**config.mk**
```make
export PLATFORM = sky130hd
export DESIGN_NAME = load_store_unit_flat
export DESIGN_NICKNAME = d
export VERILOG_FILES = /design/src/hdl/mem_stage_pkg.sv /design/src/hdl/wb_bus_if.sv /design/src/hdl/load_store_unit.sv /design/src/flat_wrapper.sv
export SDC_FILE = /design/constraint.sdc
export NUM_CORES = 1
export LEC_CHECK = 0
export ABC_AREA = 1
export BUFFER_PORTS_ARGS = -buffer_cell sky130_fd_sc_hd__buf_2
export CORE_AREA = 10 10 187 189
export DETAILED_ROUTE_END_ITERATION = 16
export DIE_AREA = 0 0 197 199
export HOLD_SLACK_MARGIN = 0.1
export PLACE_DENSITY = 0.53
export SLEW_MARGIN = 20
export SYNTH_ARGS = -nofsm -noshare
export SYNTH_HDL_FRONTEND = slang
export SYNTH_SLANG_ARGS = --single-unit
```
**constraint.sdc**
```tcl
create_clock -name I_sys_clk -period 9.6 [get_ports I_sys_clk]
set_clock_uncertainty 0.1 [all_clocks]
set_input_delay 0.96 -clock I_sys_clk [delete_from_list [all_inputs] [get_ports I_sys_clk]]
set_output_delay 0.96 -clock I_sys_clk [all_outputs]
set_load 0.1 [all_outputs]
```
**src/hdl/mem_stage_pkg.sv**
```systemverilog
package mem_stage_pkg;

    // one-hot writeback source, the load bit also marks a load
    typedef logic [2:0] regin_sel_t;

    // byte lanes in [7:0], sign extension request in [8]
    typedef logic [8:0] rstrb_t;

    // byte-lane write enables, sent as the wishbone select
    typedef logic [7:0] wstrb_t;

    localparam int SEL_ALU  = 0;
    localparam int SEL_LOAD = 1;
    localparam int SEL_PC4  = 2;

    localparam int RSTRB_SIGN = 8;

    typedef struct packed {
        logic [63:0] pc;
        logic [63:0] alu_out;
        logic [63:0] mem_addr;
        logic [63:0] rs2_data;
        rstrb_t      rstrb;
        wstrb_t      wstrb;
        logic        mem_wen;
        logic        reg_wen;
        logic [4:0]  rd_addr;
        regin_sel_t  regin_sel;
    } ex_mem_t;

    typedef struct packed {
        logic [63:0] pc;
        logic        reg_wen;
        logic [4:0]  rd_addr;
        logic [63:0] rd_data;
    } mem_wb_t;

    // loads and stores need a data access, everything else passes through
    function automatic logic is_mem_access(input ex_mem_t item);
        return item.regin_sel[SEL_LOAD] || item.mem_wen;
    endfunction

endpackage
```
**src/hdl/wb_bus_if.sv**
```systemverilog
`timescale 1ns/1ps

interface wb_bus_if #(
    parameter int ADR_BITS = 10
);
    logic                cyc;
    logic                stb;
    logic                we;
    logic [ADR_BITS-1:0] adr;
    logic [7:0]          sel;
    logic [63:0]         dat_w;
    logic [63:0]         dat_r;
    logic                ack;

    // load/store unit side
    modport master (
        output cyc, stb, we, adr, sel, dat_w,
        input  dat_r, ack
    );

    // memory side
    modport slave (
        input  cyc, stb, we, adr, sel, dat_w,
        output dat_r, ack
    );

endinterface

```
**src/hdl/load_store_unit.sv**
```systemverilog
`timescale 1ns/1ps

module load_store_unit #(
    parameter int RAM_ADDR_BITS = 10
) (
    input  logic                   I_sys_clk,
    input  logic                   I_rst,
    input  logic                   mem_start,
    input  logic                   item_taken,
    input  mem_stage_pkg::ex_mem_t req,
    wb_bus_if.master               bus,
    output logic                   mem_done,
    output logic [63:0]            load_data
);
    import mem_stage_pkg::*;

    logic active;
    logic bus_done;

    // move the lowest read lane to bit 0, then trim and extend
    function automatic logic [63:0] format_load(input logic [63:0] word, input rstrb_t strb);
        logic [63:0] shifted;
        logic [2:0]  lane;
        logic [3:0]  nbytes;
        logic        sign;
        logic [63:0] result;
        lane   = 3'd0;
        nbytes = 4'd0;
        for (int i = 7; i >= 0; i--) begin
            if (strb[i]) begin
                lane = 3'(i);
            end
        end
        for (int i = 0; i < 8; i++) begin
            nbytes = nbytes + {3'b000, strb[i]};
        end
        shifted = word >> {lane, 3'b000};
        sign    = strb[RSTRB_SIGN];
        case (nbytes)
            4'd1:    result = {{56{sign & shifted[7]}}, shifted[7:0]};
            4'd2:    result = {{48{sign & shifted[15]}}, shifted[15:0]};
            4'd4:    result = {{32{sign & shifted[31]}}, shifted[31:0]};
            default: result = shifted;
        endcase
        return result;
    endfunction

    assign bus.cyc  = active;
    assign bus.stb  = active;
    assign bus_done = active && bus.ack;

    always_ff @(posedge I_sys_clk) begin
        if (I_rst) begin
            active   <= 1'b0;
            mem_done <= 1'b0;
        end else begin
            if (mem_start) begin
                active <= 1'b1;
            end else if (bus_done) begin
                active <= 1'b0;
            end
            // done stays up until the stage register hands the item on
            if (item_taken) begin
                mem_done <= 1'b0;
            end else if (bus_done) begin
                mem_done <= 1'b1;
            end
        end
    end

    // request fields are captured once and held for the whole cycle
    always_ff @(posedge I_sys_clk) begin
        if (mem_start) begin
            bus.we    <= req.mem_wen;
            bus.adr   <= req.mem_addr[RAM_ADDR_BITS+2:3];
            bus.sel   <= req.mem_wen ? req.wstrb : req.rstrb[7:0];
            bus.dat_w <= req.rs2_data;
        end
    end

    always_ff @(posedge I_sys_clk) begin
        if (bus_done) begin
            load_data <= format_load(bus.dat_r, req.rstrb);
        end
    end

    // classic cycle, request frozen until the slave answers
    a_req_stable: assert property (
        @(posedge I_sys_clk) disable iff (I_rst)
        bus.stb && !bus.ack |=> bus.stb && $stable(bus.adr) && $stable(bus.we)
            && $stable(bus.sel) && $stable(bus.dat_w)
    );

endmodule

```
**src/flat_wrapper.sv**
```systemverilog
// flat-port wrapper written by rule: the top's interface ports become plain ports
module load_store_unit_flat import mem_stage_pkg::*;
#(
    parameter int RAM_ADDR_BITS = 10
)
  (I_sys_clk, I_rst, mem_start, item_taken, req, mem_done, load_data, bus_cyc, bus_stb, bus_we, bus_adr, bus_sel, bus_dat_w, bus_dat_r, bus_ack);
  wb_bus_if bus_i ();
  input  logic I_sys_clk;
  input  logic I_rst;
  input  logic mem_start;
  input  logic item_taken;
  input  mem_stage_pkg::ex_mem_t req;
  output logic mem_done;
  output logic [63:0] load_data;
  output wire logic [$bits(bus_i.cyc)-1:0] bus_cyc;
  output wire logic [$bits(bus_i.stb)-1:0] bus_stb;
  output wire logic [$bits(bus_i.we)-1:0] bus_we;
  output wire logic [$bits(bus_i.adr)-1:0] bus_adr;
  output wire logic [$bits(bus_i.sel)-1:0] bus_sel;
  output wire logic [$bits(bus_i.dat_w)-1:0] bus_dat_w;
  input wire logic [$bits(bus_i.dat_r)-1:0] bus_dat_r;
  input wire logic [$bits(bus_i.ack)-1:0] bus_ack;
  assign bus_cyc = bus_i.cyc;
  assign bus_stb = bus_i.stb;
  assign bus_we = bus_i.we;
  assign bus_adr = bus_i.adr;
  assign bus_sel = bus_i.sel;
  assign bus_dat_w = bus_i.dat_w;
  assign bus_i.dat_r = bus_dat_r;
  assign bus_i.ack = bus_ack;
  load_store_unit #(.RAM_ADDR_BITS(RAM_ADDR_BITS)) u_core (.I_sys_clk(I_sys_clk), .I_rst(I_rst), .mem_start(mem_start), .item_taken(item_taken), .req(req), .bus(bus_i), .mem_done(mem_done), .load_data(load_data));
endmodule
```
; After elaboration in Yosys (flattened, before gate mapping)
; Index checks and enable logic that the tools add are counted.
[word_totals]
ff_bits = 149
rom_bits = 0
elab_cells = 37
in_bits = 352
mem_bits_rw = 0
n_memories = 0
output_inout_bits = 150
latch_bits = 0
[op_classes]
n_bitwise = 3
n_mul = 0
reduce_logical = 3
addsub = 7
shift = 1
muxes = 13
eq_ne = 3
order_cmp = 0
div_mod_pow = 0
[ops]
columns = operator, n
row1 = one-hot mux 64 bit (3 select lines), 1
row2 = right shift 64 x 6 -> 64 bit, 1
row3 = two-way mux 3 bit, 9
row4 = adder 4 x 1 -> 4 bit, 6
row5 = two-way mux 8 bit, 1
row6 = "equality test 4 x 1 -> 1 bit, second input constant", 1
row7 = "equality test 4 x 2 -> 1 bit, second input constant", 1
row8 = "equality test 4 x 3 -> 1 bit, second input constant", 1
row9 = AND 1 bit, 3
row10 = adder 1 x 1 -> 2 bit, 1
row11 = two-way mux 1 bit, 2
row12 = nonzero test 2 bit, 1
row13 = OR reduction 2 bit, 1
row14 = logical AND 1 bit, 1

; Longest topological paths before layout
[depth]
depth_word = 12
ltp_mapped = 18
depth_no_buf = 17

; Worst setup path after synthesis
; OpenSTA, ideal clock, no wires.
[synth_timing]
kind = input to register
startpoint = in req[18] in the netlist's numbering
endpoint = reg u_core.load_data[34] (data pin)
t_arrival_ns = 3.825
setup_slack_ns = 5.408
setup_time_ns = 0.267
n_path_buf = 1
required_time_ns = 9.233
path_stages = 14
cell_sequence = ha_1 inv_1 fa_1 fa_1 fa_1 inv_2 fa_1 nor3_2 nor2_2 nand2_1 nor2_2 buf_2 nand3_1 nand4_1
[synth_between]
elab_chain_cells = 9
elab_cells_between_ends = 17
classes_between = 7 x add/sub / 3 x eq/ne / 1 x shift / 3 x mux / 3 x bitwise
[synth_rtl]
columns = item, line_no
row1 = start: declaration, flat_wrapper.sv:12  ; input mem_stage_pkg::ex_mem_t req;
row2 = adder 1 x 1 -> 2 bit, load_store_unit.sv:35  ; nbytes = nbytes + {3'b000, strb[i]};
row3 = adder 4 x 1 -> 4 bit (6 in series), load_store_unit.sv:35
row4 = equality test 4 x 3 -> 1 bit (tied with other cells), load_store_unit.sv:39  ; case (nbytes)
row5 = one-hot mux 64 bit (3 select lines) *, load_store_unit.sv:39
row6 = end signal: assignment, load_store_unit.sv:83  ; load_data <= format_load(bus.dat_r, req.rstrb);
row7 = end: declaration, load_store_unit.sv:13  ; output logic [63:0] load_data
; Every way passes the cells marked *; elsewhere a longest branch is shown, timed or not. The select of a mux whose other input is x is not followed.
; A chain may end at the register's enable or synchronous reset.

; Worst setup path in the final report
[layout_timing]
startpoint = in req[18] in the netlist's numbering
endpoint = reg u_core.load_data[24] (data pin)
; Same word-level chain as after synthesis.

==> flow_metrics.py <==
metrics = {
    "yosys": {
        "syn_area_mm2": 0.00724,
        "async_flop_share": 0,
        "ys_seq_area_frac": 0.615,
        "syn_area_per_cell_um2": 10.3,
        "ys.flop_type": "edfxtp_1",
        "ys_types": 36,
        "yosysWarnings": 0,
        "synth_nets": 1062,
        "ys_ff_latch": 149,
        "synth_edf_count": 147,
        "postSynthCellCount": 703,
    },
    "power": {
        "p_leak_nw": 4.35,
        "pwr-share-comb": 0.358,
        "finalPower_w": 0.00236,
        "pwr-share-seq": 0.350,
        "p_int_w": 0.00136,
        "clkPwrFrac": 0.292,
        "sw_frac_of_total": 0.422,
        "power_density_mw_per_mm2": 245,
        "p_switching_w": 0.000994,
        "vdd_ir_drop_max_v": 0.000124,
    },
    "drt": {
        "drc": 0,
        "routed_wl_um": 32300,
        "wl_per_cell_um": 23.0,
        "drt_pass1_iterations": 5,
        "vias": 6455,
        "ant_nets": 0,
        "drtIter0Drc": 423,
        "viasPerCell": 4.60,
    },
    "floorplan": {
        "initial_core_util": 0.232,
        "row_count": 65,
        "core_mm2": 0.0312,
        "die_width_um": 197,
        "die-area_mm2": 0.0392,
        "die_height_um": 199,
        "io_pins": 502,
    },
    "clocking": {
        "cts_buffers": 17,
        "postCtsSetupBuffers": 0,
        "root_buffer": "clkbuf_16",
        "clk_path_buf_depth": 2,
        "postCtsResizedCells": 0,
        "clkSinkCount": 149,
        "clk_pin_slew_worst_paths_ns": 0.07,
        "hold_buffers": 0,
        "htree_levels": 4,
        "cts_tree": "done",
        "clk_latency_ns": 0.42,
    },
    "worst_setup_path": {
        "reg2reg_depth": 3,
        "rrSetupSlack_ns": 7.91,
        "path_class": "in -> reg",
        "r2r_end": "u_core.load_data[24]",
        "crit_chain": "buf_2 > ha_1 > inv_1 > fa_1 > fa_1 > fa_1 > inv_2 > fa_1 > xnor2_1 > nand2_1 > nor3_2 > inv_2 > nor2_1 > nand3_2 > nand2_1 > inv_2 > nand2_1",
        "end_kind": "flip-flop",
        "cp-start-kind": "input pin",
        "cp.required_ns": 9.78,
        "cpPeakStageDelay_ns": 0.74,
        "path_common_cell": "fa_1",
        "crit_arrival_ns": 5.25,
        "crit_slowest_cell": "nand3_2",
        "critPathMaxFanout": 41,
        "reg2reg_from": "u_core.bus.cyc",
    },
    "layout": {
        "finish.instance_area_mm2": 0.00964,
        "syn_to_final_growth_pct": 33.1,
        "utilization": 0.309,
        "nFillCells": 3347,
        "drive_above_1_share": 0.373,
        "seq_area_mm2": 0.00445,
        "multiInputGateArea_mm2": 0.00229,
        "layout.nets": 1346,
        "fin_cells": 1404,
    },
    "hold_path": {
        "min_from": "u_core.mem_done",
        "whs_path_depth": 2,
        "worst_hold_path_type": "reg -> reg",
        "min_to": "u_core.mem_done",
    },
    "timing": {
        "setup_viol": 0,
        "finalMaxSlewViolations": 0,
        "hold_violations": 0,
        "relSlewSlack": 0.269,
        "finalSetupTns_ns": 0,
        "worstMarginPinSlew_ns": 1.10,
        "rsz0062_at_grt": "false",
        "period_share": 0.528,
        "max_freq_mhz": 197,
        "fin_crit_ns": 5.07,
    },
    "grt": {
        "grtUsageTotal": 0.158,
        "grt_pass1_wl_um": 44000,
        "gr-total-overflow": 0,
        "antenna_found_initial": 35,
        "grt_pass1_vias": 6133,
        "grt_max_degree": 103,
    },
    "placed_design": {
        "portBuffers": 310,
        "placed_area_mm2": 0.00904,
        "dp.cells": 1370,
        "hpwl_um": 25500,
        "gp_congestion": 0.855,
    },
    "run": {
        "cap_viol_max_count": 0,
    },
    "run_status": {
        "status": "complete, no violations",
    },
}
[flip-flops by register name, summed over array words and instances (netlist names)]
register,count
u_core.bus.dat_w,64
u_core.bus.sel,8
u_core.bus.we,1
u_core.load_data,64
u_core.mem_done,1
u_core.bus.cyc,1
u_core.bus.adr,10
[critical path: cells and delay by family]
| family | cells | cell delay, ns |
|---|---|---|
| xor+xnor | 1 | 0.22 |
| fa+ha+maj | 5 | 1.77 |
| buf+inv | 5 | 0.62 |
| simple gates | 6 | 1.67 |
[final cells by class]
type,count,share of cell area
Inverter,56,0.0219
Tap cell,402,0.0522
Sequential cell,149,0.462
Clock buffer,17,0.0441
Antenna cell,2,0.000519
Timing Repair Buffer,313,0.164
Multi-Input combinational cell,450,0.238
Clock inverter,15,0.0174
[per-layer routing]
layer	up-vias	GRT usage	part of all wire
li1	3040	-	-
met1	3001	0.166	0.37
met2	317	0.288	0.52
met3	83	0.0596	0.086
met4	14	0.0470	0.026
met5	-	0	0.0032
[cell usage after synthesis, types with 4 or more instances]
| cell type | number | area (µm²) |
|---|---|---|
| a211oi_1 | 4 | 30.0 |
| buf_1 | 4 | 15.0 |
| buf_2 | 18 | 90.1 |
| buf_4 | 4 | 30.0 |
| buf_6 | 10 | 113 |
| clkbuf_1 | 12 | 45.0 |
| edfxtp_1 | 147 | 4410 |
| fa_1 | 4 | 80.1 |
| inv_1 | 46 | 173 |
| inv_2 | 8 | 30.0 |
| nand2_1 | 170 | 638 |
| nand2_2 | 4 | 25.0 |
| nand3_1 | 76 | 380 |
| nand4_1 | 37 | 231 |
| nor2_1 | 29 | 109 |
| o211ai_1 | 16 | 120 |
| o21ai_0 | 49 | 245 |
| o21ai_1 | 29 | 145 |
| o21ai_2 | 6 | 52.6 |
[stage by stage]
step	worst slack [ns]	hold WS, ns
2_1_floorplan	5.41	0.879
3_3_place_gp	4.13	0.358
3_5_place_dp	4.05	0.367
4_1_cts	4.51	0.384
5_1_grt	4.17	0.429
6_report	4.53	0.380
[power by group through the flow]
| stage | combinational, W | sequential, W | clock [W] |
|---|---|---|---|
| 2_1_floorplan | 0.000253 | 0.00124 | 0 |
| 3_3_place_gp | 0.000844 | 0.000839 | 0 |
| 3_5_place_dp | 0.000851 | 0.000840 | 0 |
| 4_1_cts | 0.000851 | 0.000826 | 0.000709 |
| 5_1_grt | 0.000899 | 0.000830 | 0.000729 |
| 6_report | 0.000844 | 0.000825 | 0.000687 |
[how the worst max path moves through the flow]
stage,startpoint,end,slack (ns),depth (start not counted)
after floorplan,req[18],u_core.load_data[34],5.41,14
after global placement,req[18],u_core.load_data[24],4.13,17
after detailed placement,req[18],u_core.load_data[24],4.05,17
after CTS,req[18],u_core.load_data[24],4.51,17
after global routing,req[18],u_core.load_data[24],4.17,17
final,req[18],u_core.load_data[24],4.53,17
[kinds of logic (layout without fill, tap and decap cells)]
group	Yosys count	after routing	share of synthesized area
AND/OR/NAND/NOR	329	329	0.206
flip-flops	149	149	0.615
AO/OA/AOI/OAI	110	110	0.0876
buffers and inverters	104	401	0.0695
adder cells (fa/ha/maj)	7	7	0.0162
multiplexers	3	3	0.00415
XOR/XNOR	1	1	0.00121
other	0	2	0
[cell usage in the layout (no fill, tap or decap), types with 3 or more instances in the layout]
master,netlist,layout
a211oi_1,4,4
a21boi_0,3,3
buf_2,18,309
buf_4,4,4
clkbuf_16,0,17
clkinv_1,2,3
edfxtp_1,147,147
fa_1,4,4
ha_1,3,3
inv_1,46,45
inv_2,8,8
inv_6,0,6
mux2i_1,3,3
nand2_1,170,170
nand2_2,4,3
nand3_1,76,76
nand3_2,3,3
nand4_1,37,37
nor2_1,29,29
nor2_2,3,3
o211ai_1,16,16
o21ai_0,49,49
o21ai_1,29,29
o21ai_2,6,6
No activity file was read; power rests on OpenSTA's default activity.
