## config.mk

```make
export PLATFORM = sky130hd
export DESIGN_NAME = ex_mem_reg
export DESIGN_NICKNAME = d
export VERILOG_FILES = /design/src/hdl/mem_stage_pkg.sv /design/src/hdl/ex_mem_reg.sv
export SDC_FILE = /design/constraint.sdc
export NUM_CORES = 1
export LEC_CHECK = 0
export BUFFER_PORTS_ARGS = -buffer_cell sky130_fd_sc_hd__buf_2
export CAP_MARGIN = 30
export CELL_PAD_IN_SITES_DETAIL_PLACEMENT = 1
export CELL_PAD_IN_SITES_GLOBAL_PLACEMENT = 2
export CORE_AREA = 2 2 222 224
export CTS_BUF_LIST = sky130_fd_sc_hd__clkbuf_16
export CTS_CLUSTER_SIZE = 10
export DETAILED_ROUTE_END_ITERATION = 12
export DIE_AREA = 0 0 224 226
export GPL_TIMING_DRIVEN = 0
export PLACE_DENSITY_LB_ADDON = 0.1
export SYNTH_ARGS = -nofsm -noshare
export SYNTH_HDL_FRONTEND = slang
export SYNTH_SLANG_ARGS = --single-unit
```

## constraint.sdc

```tcl
create_clock -name I_sys_clk -period 43.7 [get_ports I_sys_clk]
set_input_delay 4.37 -clock I_sys_clk [delete_from_list [all_inputs] [get_ports I_sys_clk]]
set_output_delay 4.37 -clock I_sys_clk [all_outputs]
set_load 0.02 [all_outputs]
```

## src/hdl/mem_stage_pkg.sv

```systemverilog
package mem_stage_pkg;

    // one-hot writeback source, the load bit also marks a load
    typedef logic [2:0] regin_sel_t;

    // byte lanes in [7:0], sign extension request in [8]
    typedef logic [8:0] rstrb_t;

    // byte-lane write enables, sent as the wishbone select
    typedef logic [7:0] wstrb_t;

    localparam int SEL_ALU  = 0;
    localparam int SEL_LOAD = 1;
    localparam int SEL_PC4  = 2;

    localparam int RSTRB_SIGN = 8;

    typedef struct packed {
        logic [63:0] pc;
        logic [63:0] alu_out;
        logic [63:0] mem_addr;
        logic [63:0] rs2_data;
        rstrb_t      rstrb;
        wstrb_t      wstrb;
        logic        mem_wen;
        logic        reg_wen;
        logic [4:0]  rd_addr;
        regin_sel_t  regin_sel;
    } ex_mem_t;

    typedef struct packed {
        logic [63:0] pc;
        logic        reg_wen;
        logic [4:0]  rd_addr;
        logic [63:0] rd_data;
    } mem_wb_t;

    // loads and stores need a data access, everything else passes through
    function automatic logic is_mem_access(input ex_mem_t item);
        return item.regin_sel[SEL_LOAD] || item.mem_wen;
    endfunction

endpackage
```

## src/hdl/ex_mem_reg.sv

```systemverilog
`timescale 1ns/1ps

module ex_mem_reg (
    input  logic                   I_sys_clk,
    input  logic                   I_rst,
    input  logic                   in_valid,
    input  mem_stage_pkg::ex_mem_t in_data,
    output logic                   in_allowin,
    input  logic                   out_allowin,
    input  logic                   mem_done,
    output logic                   out_valid,
    output mem_stage_pkg::ex_mem_t out_data,
    output logic                   mem_start,
    output logic                   item_taken
);
    import mem_stage_pkg::*;

    logic input_valid;
    logic item_done;
    logic accept;

    assign accept = in_valid && in_allowin;

    // a held load or store waits for the data access to finish
    assign item_done  = is_mem_access(out_data) ? mem_done : 1'b1;
    assign out_valid  = input_valid && item_done;
    assign in_allowin = !input_valid || (item_done && out_allowin);
    assign item_taken = out_valid && out_allowin;

    always_ff @(posedge I_sys_clk) begin
        if (I_rst) begin
            input_valid <= 1'b0;
        end else if (in_allowin) begin
            input_valid <= in_valid;
        end
    end

    // single-cycle kick to the load/store unit after a memory item lands
    always_ff @(posedge I_sys_clk) begin
        if (I_rst) begin
            mem_start <= 1'b0;
        end else begin
            mem_start <= accept && is_mem_access(in_data);
        end
    end

    always_ff @(posedge I_sys_clk) begin
        if (accept) begin
            out_data <= in_data;
        end
    end

    // the previous access is retired before a new one starts
    a_start_idle: assert property (
        @(posedge I_sys_clk) disable iff (I_rst)
        mem_start |-> !mem_done
    );

endmodule

```

### After elaboration in Yosys (flattened, before gate mapping)

Cells that the tools add are included.

* bits in registers: 285
* logic and storage cells: 22
* input bits: 288
* output and inout bits: 287

* muxes and demuxes: 1
* reduce and logical (&&, ||, !) cells: 9

Operator list (number)
* $logic_and A1 B1 Y1: 5
* $logic_or A1 B1 Y1: 3
* $logic_not A1 Y1: 1
* $mux W1: 1

### Longest topological paths before layout

Gate-level depths: netlist of the first run.

* depth after elaboration: 6
* gate-level depth with buffers: 2

### Worst setup path before layout of the first run

Ideal clock, no wire load.

* path kind: input port to flip-flop
* start point: in out_allowin
* end point: reg out_data[0] in the netlist's numbering (enable)
* data arrival time: 18286 ps
* buffers on the path: 0
* stages: 2
* path slack: 24392 ps
* path through: or3b_4 > a21oi_1

* longest elaborated chain between the ends: 3

Ends and longest elaborated chain
* from (decl): RTL line ex_mem_reg.sv:9 `input logic out_allowin,`
* $logic_and A1 B1 Y1: RTL line ex_mem_reg.sv:27 `assign in_allowin = !input_valid || (item_done && out_allowin);`
* $logic_or A1 B1 Y1: RTL line ex_mem_reg.sv:27
* $logic_and A1 B1 Y1: RTL line ex_mem_reg.sv:22 `assign accept = in_valid && in_allowin;`
* via accept: RTL line ex_mem_reg.sv:20 `logic accept;`
* to (signal assigned): RTL line ex_mem_reg.sv:49 `out_data <= in_data;`
* to (decl): RTL line ex_mem_reg.sv:12 `output mem_stage_pkg::ex_mem_t out_data,`

The timed path passes the listed nets, and every way through them passes these cells.
A chain may end at the register's enable or synchronous reset.

### Final worst setup path of the first run

* start point: in out_allowin
* end point: out in_allowin

* longest elaborated chain between the ends: 2

Ends and longest elaborated chain
* $logic_and A1 B1 Y1: RTL line ex_mem_reg.sv:27
* $logic_or A1 B1 Y1: RTL line ex_mem_reg.sv:27
* to (decl): RTL line ex_mem_reg.sv:8 `output logic in_allowin,`

Every way passes these cells.

==> flow_metrics.py, run 1 <==
metrics = {
    "outcome": {
        "outcome": "finished, final reports clean",
    },
    "cells_and_area": {
        "fin_util_pct": 28.1,
        "postLayoutCellArea_um2": 13600,
        "instances_no_fill": 1568,
        "fin_nets": 1211,
        "area_growth_pct": 57.8,
        "layout-drive-gt1-share_pct": 67.2,
        "multi_input_comb_area_um2": 91.3,
        "n_fill_cell": 5184,
        "seq_area_um2": 8540,
    },
    "sta": {
        "fin_ws_ns": 33.99,
        "worst_pin_slew_ns": 0.700,
        "slew_viol_final": 0,
        "relSlewSlack_pct": 53.2,
        "finalSetupViolations": 0,
        "finalHoldViolations": 0,
        "period_share_pct": 22.2,
        "setup_tns_ns": 0,
        "fmax_ghz": 0.103,
        "min_period_ns": 9.71,
        "finClkSkew_ns": 0.0111,
        "rsz0062_at_grt": "no",
    },
    "synthesis": {
        "ys_async_sr_fraction_pct": 0,
        "synthesis.area_per_instance_um2": 29.0,
        "synth_area_leaders": "edfxtp_1 (99%), dfxtp_1 (0.46%), a2111oi_2 (0.17%)",
        "yosysUniqueCellTypes": 13,
        "synth.cell_area_um2": 8620,
        "ys.flop_type": "edfxtp_1",
        "synth_nets": 585,
        "synth_commonest_cells": "edfxtp_1 (283), dfxtp_1 (2), nor2_1 (2)",
        "synth_edf_count": 283,
        "synth_cells": 297,
        "yosys_register_bits": 285,
        "ys_seq_area_share_pct": 99.0,
        "netlist.area_leader.share_pct": 98.6,
        "post-synth-top-count-cell": "edfxtp_1",
        "synth_area_leader_cell": "edfxtp_1",
        "ys.warnings.count": 0,
    },
    "drt": {
        "drt-initial-drc-count": 152,
        "routed_wirelength_um": 30500,
        "drc": 0,
        "viasPerCell": 3.49,
        "detail_route.wl_per_cell_um": 19.4,
        "drtPass1Iterations": 4,
        "ant_nets": 0,
        "num_vias": 5469,
    },
    "run": {
        "max_cap_viol_count": 0,
    },
    "worst_hold_path": {
        "hold_path_class": "reg -> reg",
        "hold_depth": 2,
        "hp-start": "input_valid",
        "hold_path_end": "input_valid",
    },
    "worst_setup_path": {
        "rr_endpoint": "out_data[64]",
        "slowest_delay_ns": 0.52,
        "setup.worst_path.start_class": "input pin",
        "cp_max_fo": 4,
        "crit_path_top_delay_cell": "a21boi_0",
        "reg2reg_slack_ns": 41.04,
        "ff2ff_path_depth": 6,
        "end_kind": "output port",
        "crit_chain": "buf_2 > a21boi_0 > nand2_1 > buf_2",
        "arrival_ns": 5.34,
        "timing.rr.start": "out_data[9]",
        "cp_top_family": "compound AO/OA/AOI/OAI gates",
        "required_ns": 39.33,
        "worst_path_most_repeated_cell": "buf_2",
        "path_class": "in -> out",
        "cp_num_buf_inv": 2,
    },
    "floorplanning": {
        "num_io_pins": 575,
        "core_um2": 48300,
        "die_area_um2": 50600,
        "die_h_um": 226,
        "fp-row-count": 81,
        "die_w_um": 224,
        "floorplan.initialDensity_pct": 17.8,
    },
    "clock_network": {
        "cts.clk_slew.worst_paths_ns": 0.05,
        "hold_buffers": 0,
        "cts-root-buf": "clkbuf_16",
        "cts.repair.resized": 0,
        "cts_tree": "built",
        "post-cts-setup-buffers": 0,
        "cts_buffers": 37,
        "cts_max_path_buffers": 3,
        "htreeDepth": 2,
        "clk_latency_ns": 0.52,
        "cts.sinks": 285,
    },
    "global_route": {
        "grt_pass1_wl_um": 41200,
        "overflow": 0,
        "grt_max_degree": 29,
        "use_met1_pct": 10.6,
        "met3_usage_pct": 7.16,
        "antenna_found_initial": 9,
        "use_met2_pct": 20.7,
        "grt_usage_pct": 11.5,
        "grt_busiest_layer": "met2",
        "grt_pass1_vias": 5837,
    },
    "placed_design": {
        "io_buffer_count": 574,
        "gp_congestion": 0.721,
        "dp.cells": 1506,
        "dpl-instance-area_um2": 12600,
        "dp_hpwl_um": 24300,
        "place_ws_ns": 33.98,
    },
    "power_and_ir_drop": {
        "leakage_nw": 5.72,
        "peakVddDrop_mv": 0.0294,
        "p_per_area_nw_per_um2": 48.1,
    },
}
==> state kept, by name, summed over array words and instances, names as in the netlist <==
name and count:
out_data 283, input_valid 1, mem_start 1
==> per-layer routing <==
layer	routed length, um	up-vias	part of all wire, %
met5	66	-	0.22
met4	726	10	2.4
met3	3820	59	13
met2	16100	312	53
met1	9790	2612	32
li1	-	2476	-
==> worst reg2reg max path, cell delays in order (launching register included) <==
cell      delay, ns
edfxtp_1       0.43
or3b_4         0.46
a21oi_4        0.59
buf_16         0.24
buf_12         0.20
buf_12         0.21
buf_12         0.22
==> through the flow <==
| step | power [mW] | hold WS [ns] |
|---|---|---|
| floorplan | 0.370 | 0.484 |
| global placement | 0.409 | 0.515 |
| detailed placement | 0.399 | 0.546 |
| CTS | 0.671 | 0.557 |
| global route | 0.683 | 0.609 |
| finish | 0.654 | 0.545 |
==> area by class of cell <==
class / instances / share of cell area, %
inverter: 1 / 0.0276
antenna: 4 / 0.0736
clock inverter: 21 / 0.662
timing repair buffer: 587 / 23.3
sequential: 285 / 62.7
multi-input combinational: 11 / 0.671
tap: 622 / 5.72
clock buffer: 37 / 6.80
==> how the worst max path moves through the flow <==
stage                startpoint  cells past startpoint             to
floorplan           out_allowin                      2    out_data[0]
global placement    out_allowin                      3  out_data[271]
detailed placement     mem_done                      4     in_allowin
CTS                    mem_done                      4     in_allowin
global route           mem_done                      4     in_allowin
finish              out_allowin                      4     in_allowin
==> cells in the final DEF (no fill, tap or decap), types with 2 or more instances in the layout <==
master,instances
edfxtp_1,283
buf_2,574
inv_1,14
buf_16,5
clkinvlp_4,2
dfxtp_1,2
diode_2,4
clkinv_2,3
nor2_1,2
clkbuf_16,37
clkinv_1,3
buf_12,8
==> power by group <==
group / internal, mW / total, mW / switching, mW
Combinational: 0.0238 / 0.0662 / 0.0424
Sequential: 0.322 / 0.325 / 0.00370
Clock: 0.151 / 0.262 / 0.111
==> cells by family after synthesis <==
group | Yosys count | synth area share [%]
buf+inv | 1 | 0.0435
simple gates | 6 | 0.421
flops | 285 | 99.0
compound gates | 5 | 0.508
Power figures use the tool's default switching activity.
==> inputs of run 2 (changes only) <==
--- a/config.mk
+++ b/config.mk
@@ -9,11 +9,11 @@
 export CAP_MARGIN = 30
 export CELL_PAD_IN_SITES_DETAIL_PLACEMENT = 1
 export CELL_PAD_IN_SITES_GLOBAL_PLACEMENT = 2
-export CORE_AREA = 2 2 222 224
+export CORE_AREA = 2 2 225 227
 export CTS_BUF_LIST = sky130_fd_sc_hd__clkbuf_16
 export CTS_CLUSTER_SIZE = 10
 export DETAILED_ROUTE_END_ITERATION = 12
-export DIE_AREA = 0 0 224 226
+export DIE_AREA = 0 0 227 229
 export GPL_TIMING_DRIVEN = 0
 export PLACE_DENSITY_LB_ADDON = 0.1
 export SYNTH_ARGS = -nofsm -noshare
==> constraint.sdc (replaced) <==
create_clock -name I_sys_clk -period 8.2 [get_ports I_sys_clk]
set_input_delay 0.82 -clock I_sys_clk [delete_from_list [all_inputs] [get_ports I_sys_clk]]
set_output_delay 0.82 -clock I_sys_clk [all_outputs]
set_load 0.02 [all_outputs]
==> run 2 against run 1 <==
  * Final cell count is 2.9% higher
  * Routed wire length hardly changed
  * Clock-buffer cell count stayed put
  * Utilization is 0.67 points lower
  * Non-clock buffer count is 1 lower
  * Flip-flop and latch count stayed put
  * Die area is 2.7% higher
  * Global-route usage is 0.16 points lower
  * Sequential power grew to 5.3 times the previous value
==> flow_metrics.py, run 2 (synthesized netlist as in run 1, its figures left out) <==
metrics = {
    "outcome": {
        "outcome": "finished, final reports clean",
    },
    "floorplanning": {
        "fp-row-count": 82,
        "die_h_um": 229,
        "die_area_um2": 52000,
        "num_io_pins": 575,
        "core_um2": 49700,
        "die_w_um": 227,
        "floorplan.initialDensity_pct": 17.4,
    },
    "placed_design": {
        "dp_hpwl_um": 24200,
        "place_ws_ns": 4.47,
        "dpl-instance-area_um2": 12600,
        "io_buffer_count": 574,
        "dp.cells": 1555,
        "gp_congestion": 0.733,
    },
    "power_and_ir_drop": {
        "p_sw_mw": 0.834,
        "leakage_nw": 5.70,
        "peakVddDrop_mv": 0.142,
        "power_frac_clock_pct": 40.6,
        "power.total_mw": 3.51,
        "switching_share_pct": 23.8,
        "seq_power_share_pct": 49.4,
        "pwr-share-comb_pct": 10.0,
        "p_per_area_nw_per_um2": 257,
        "p_int_mw": 2.68,
    },
    "cells_and_area": {
        "fin_nets": 1210,
        "layout_common_cells": "buf_2 (574), edfxtp_1 (283), clkbuf_16 (37)",
        "layout-drive-gt1-share_pct": 67.2,
        "layout_commonest_cell": "buf_2",
        "fin_util_pct": 27.5,
        "largest_register": "out_data",
        "instances_no_fill": 1614,
        "postLayoutCellArea_um2": 13600,
        "reg_top3": "out_data x283, input_valid x1, mem_start x1",
        "area_growth_pct": 58.3,
        "largest_reg_flops": 283,
    },
    "clock_network": {
        "cts.sinks": 285,
        "clk_latency_ns": 0.52,
        "cts_max_path_buffers": 3,
        "cts_buffers": 37,
        "cts-root-buf": "clkbuf_16",
        "post-cts-setup-buffers": 0,
        "cts.repair.resized": 0,
        "cts_tree": "built",
        "htreeDepth": 2,
        "hold_buffers": 0,
        "cts.clk_slew.worst_paths_ns": 0.06,
    },
    "sta": {
        "period_share_pct": 38.8,
        "worst_pin_slew_ns": 0.633,
        "finClkSkew_ns": 0.00739,
        "fin_ws_ns": 5.02,
        "slew_viol_final": 0,
        "setup_tns_ns": 0,
        "finalHoldViolations": 0,
        "min_period_ns": 3.18,
        "fmax_ghz": 0.314,
        "relSlewSlack_pct": 57.4,
        "finalSetupViolations": 0,
        "rsz0062_at_grt": "no",
        "holdWs_ns": 0.469,
    },
    "global_route": {
        "antenna_found_initial": 9,
        "grt_pass1_wl_um": 41600,
        "grt_usage_pct": 11.3,
        "overflow": 0,
        "grt_max_degree": 28,
        "grt_pass1_vias": 5910,
    },
    "drt": {
        "routed_wirelength_um": 30500,
        "drtPass1Iterations": 4,
        "drc": 0,
        "drt-initial-drc-count": 170,
        "detail_route.wl_per_cell_um": 18.9,
        "num_vias": 5458,
        "ant_nets": 0,
        "viasPerCell": 3.38,
    },
    "worst_setup_path": {
        "crit_chain": "or3b_4 > a21oi_4 > buf_12 > buf_16 > buf_16 > buf_12 > buf_12 > buf_12 > buf_16",
        "worst_path_most_repeated_cell": "buf_12",
        "cp_num_buf_inv": 7,
        "cp_max_fo": 27,
        "slowest_delay_ns": 0.50,
        "required_ns": 8.43,
        "path_class": "reg -> reg",
        "arrival_ns": 3.41,
        "end_kind": "flop",
        "cp_top_family": "buffers and inverters",
        "crit_path_top_delay_cell": "a21oi_4",
        "setup.worst_path.start_class": "flop",
    },
    "run": {
        "max_cap_viol_count": 0,
    },
    "worst_hold_path": {
        "hold_path_class": "in -> reg",
    },
}
==> run 2: path summary, 6_finish.rpt <==
kind                startpoint  cells past startpoint             to  slack [ns]
setup reg to reg   out_data[9]                      9  out_data[251]        5.02
hold / removal    in_data[204]                      1  out_data[204]        0.47
setup / recovery   out_data[9]                      9  out_data[251]        5.02
hold reg to reg    input_valid                      2    input_valid        0.53
==> run 2: per-layer routing <==
layer | part of all wire, % | global-route usage [%] | vias up
li1 | - | - | 2465
met1 | 32 | 10.7 | 2638
met2 | 54 | 20.8 | 298
met3 | 12 | 5.70 | 49
met4 | 2.3 | 4.17 | 8
met5 | 0.17 | 0 | -
==> run 2: final cells by class <==
cell class / instances / area [um^2]
antenna: 3 / 7.51
clock buffer: 37 / 926
clock inverter: 19 / 104
fill: 5391 / 36000
inverter: 1 / 3.75
multi-input combinational: 11 / 91.3
sequential: 285 / 8540
tap: 672 / 841
timing repair buffer: 586 / 3140
==> run 2: worst register-to-register path, stage by stage (launching register included) <==
cell,delay [ns]
edfxtp_1,0.42
or3b_4,0.45
a21oi_4,0.50
buf_12,0.27
buf_16,0.19
buf_16,0.19
buf_12,0.20
buf_12,0.22
buf_12,0.23
buf_16,0.20
==> run 2: power groups by stage <==
| stage | logic [mW] | clock network (mW) | registers, mW |
|---|---|---|---|
| finish | 0.349 | 1.43 | 1.73 |
| global route | 0.374 | 1.55 | 1.74 |
| CTS | 0.359 | 1.50 | 1.73 |
| detailed placement | 0.359 | 0 | 1.76 |
| global placement | 0.336 | 0 | 1.79 |
| floorplan | 0.0334 | 0 | 1.90 |
==> inputs of run 3 (changes only) <==
--- a/config.mk
+++ b/config.mk
@@ -9,11 +9,11 @@
 export CAP_MARGIN = 30
 export CELL_PAD_IN_SITES_DETAIL_PLACEMENT = 1
 export CELL_PAD_IN_SITES_GLOBAL_PLACEMENT = 2
-export CORE_AREA = 2 2 225 227
+export CORE_AREA = 2 2 223 225
 export CTS_BUF_LIST = sky130_fd_sc_hd__clkbuf_16
 export CTS_CLUSTER_SIZE = 10
 export DETAILED_ROUTE_END_ITERATION = 12
-export DIE_AREA = 0 0 227 229
+export DIE_AREA = 0 0 225 227
 export GPL_TIMING_DRIVEN = 0
 export PLACE_DENSITY_LB_ADDON = 0.1
 export SYNTH_ARGS = -nofsm -noshare
==> constraint.sdc (replaced) <==
create_clock -name I_sys_clk -period 3.2 [get_ports I_sys_clk]
set_input_delay 0.32 -clock I_sys_clk [delete_from_list [all_inputs] [get_ports I_sys_clk]]
set_output_delay 0.32 -clock I_sys_clk [all_outputs]
set_load 0.02 [all_outputs]
==> run 3 against run 2 <==
  * Combinational power grew to 3.4 times the previous value
  * First-iteration DRC count is 22% higher
  * Cell area is 21% higher
  * Routed wire length is 7.8% higher
  * Global-route usage is 1.1 points higher
  * Fmax is 7.9% higher
  * Final cell count is 15% higher
  * Sequential power grew to 2.6 times the previous value
  * Power grew to 2.7 times the previous value
==> flow_metrics.py, run 3 (synthesized netlist as in run 1, its figures left out) <==
metrics = {
    "worst_setup_path": {
        "slowest_delay_ns": 0.53,
        "crit_chain": "or3b_4 > a21oi_4 > buf_16 > buf_16 > buf_12 > buf_12 > buf_16 > buf_16",
        "arrival_ns": 3.18,
        "crit_path_top_delay_cell": "a21oi_4",
        "required_ns": 3.43,
        "cp_num_buf_inv": 6,
        "end_kind": "flop",
        "cp_top_family": "buffers and inverters",
        "cp_max_fo": 25,
        "path_class": "reg -> reg",
        "setup.worst_path.start_class": "flop",
        "worst_path_most_repeated_cell": "buf_16",
    },
    "drt": {
        "num_vias": 6550,
        "ant_nets": 0,
        "viasPerCell": 3.54,
        "routed_wirelength_um": 32900,
        "detail_route.wl_per_cell_um": 17.8,
        "drc": 0,
        "drtPass1Iterations": 4,
        "drt-initial-drc-count": 208,
    },
    "cells_and_area": {
        "n_fill_cell": 5203,
        "layout_common_cells": "buf_2 (574), dlygate4sd3_1 (284), edfxtp_1 (283)",
        "largest_reg_flops": 283,
        "instances_no_fill": 1849,
        "fin_nets": 1495,
        "layout-drive-gt1-share_pct": 51.6,
        "layout_commonest_cell": "buf_2",
        "reg_top3": "out_data x283, input_valid x1, mem_start x1",
        "fin_util_pct": 33.9,
        "largest_register": "out_data",
        "area_growth_pct": 90.9,
        "postLayoutCellArea_um2": 16500,
    },
    "clock_network": {
        "cts_tree": "built",
        "cts.clk_slew.worst_paths_ns": 0.05,
        "clk_latency_ns": 0.52,
        "cts_buffers": 37,
        "cts_max_path_buffers": 3,
        "htreeDepth": 2,
        "cts.sinks": 285,
        "cts-root-buf": "clkbuf_16",
    },
    "sta": {
        "finalSetupViolations": 0,
        "relSlewSlack_pct": 59.2,
        "period_share_pct": 92.1,
        "fmax_ghz": 0.339,
        "finalHoldViolations": 0,
        "finClkSkew_ns": 0.00520,
        "min_period_ns": 2.95,
        "rsz0062_at_grt": "no",
        "slew_viol_final": 0,
        "worst_pin_slew_ns": 0.611,
    },
    "global_route": {
        "overflow": 0,
        "grt_usage_pct": 12.5,
        "grt_max_degree": 28,
        "grt_pass1_wl_um": 46500,
        "grt_pass1_vias": 7319,
        "antenna_found_initial": 6,
    },
    "floorplanning": {
        "die_w_um": 225,
        "die_h_um": 227,
        "floorplan.initialDensity_pct": 17.8,
        "fp-row-count": 81,
        "die_area_um2": 51100,
        "core_um2": 48500,
        "num_io_pins": 575,
    },
    "power_and_ir_drop": {
        "p_per_area_nw_per_um2": 567,
        "peakVddDrop_mv": 0.428,
        "leakage_nw": 6.90,
    },
    "run": {
        "max_cap_viol_count": 0,
    },
    "placed_design": {
        "dp_hpwl_um": 24900,
        "dp.cells": 1506,
        "io_buffer_count": 574,
        "gp_congestion": 0.727,
        "dpl-instance-area_um2": 12600,
    },
    "worst_hold_path": {
        "hold_path_class": "in -> reg",
    },
    "outcome": {
        "outcome": "finished, final reports clean",
    },
}
## run 3: worst paths after layout
path	start	end	slack, ns	depth (start not counted)
worst max-delay path	out_data[1]	out_data[44]	0.25	8
worst min-delay path	out_allowin	input_valid	0.05	2
worst max register to register	out_data[1]	out_data[44]	0.25	8
worst min register to register	input_valid	input_valid	0.54	2
## run 3: metal layers
metal  share of wire, %  GRT usage, %  wire length (um)  vias to the layer above
met5              0.097             0                32                        -
met4                3.4          5.58              1120                        6
met3                 10          5.25              3360                       71
met2                 54          22.9             17700                      305
met1                 32          12.2             10700                     3122
li1                   -             -                 -                     3046
## run 3: where the power goes
| group | switching, mW | leakage (nW) | internal (mW) |
|---|---|---|---|
| registers | 0.0526 | 2.75 | 4.39 |
| logic | 0.648 | 3.62 | 0.552 |
| clock network | 1.54 | 0.533 | 2.14 |
## run 3: layout make-up
type / instances / area, um^2 / area share, %
sequential: 285 / 8540 / 51.9
timing repair buffer: 871 / 6020 / 36.5
clock buffer: 37 / 926 / 5.62
tap: 622 / 778 / 4.73
clock inverter: 19 / 103 / 0.623
multi-input combinational: 11 / 91.3 / 0.555
antenna: 3 / 7.51 / 0.0456
inverter: 1 / 3.75 / 0.0228
## run 3: timing repair
| action | 4_1_cts | 5_1_grt |
|---|---|---|
| resized for setup | 0 | 0 |
| hold buffers | 284 | 0 |
| setup buffers | 0 | 0 |
| hold endpoints to repair | 285 | 0 |
## run 3: stage by stage
| stage | power, mW | TNS [ns] | hold slack (ns) | setup WS [ns] |
|---|---|---|---|---|
| after floorplan | 4.96 | -806.55 | 0.392 | -2.85 |
| after global placement | 5.45 | -1543.32 | 0.497 | -5.50 |
| after detailed placement | 5.46 | 0 | 0.498 | 0.148 |
| after CTS | 9.54 | 0 | 0.00551 | 0.148 |
| after global routing | 9.74 | 0 | 0.0410 | 0.0400 |
| final | 9.33 | 0 | 0.0499 | 0.252 |
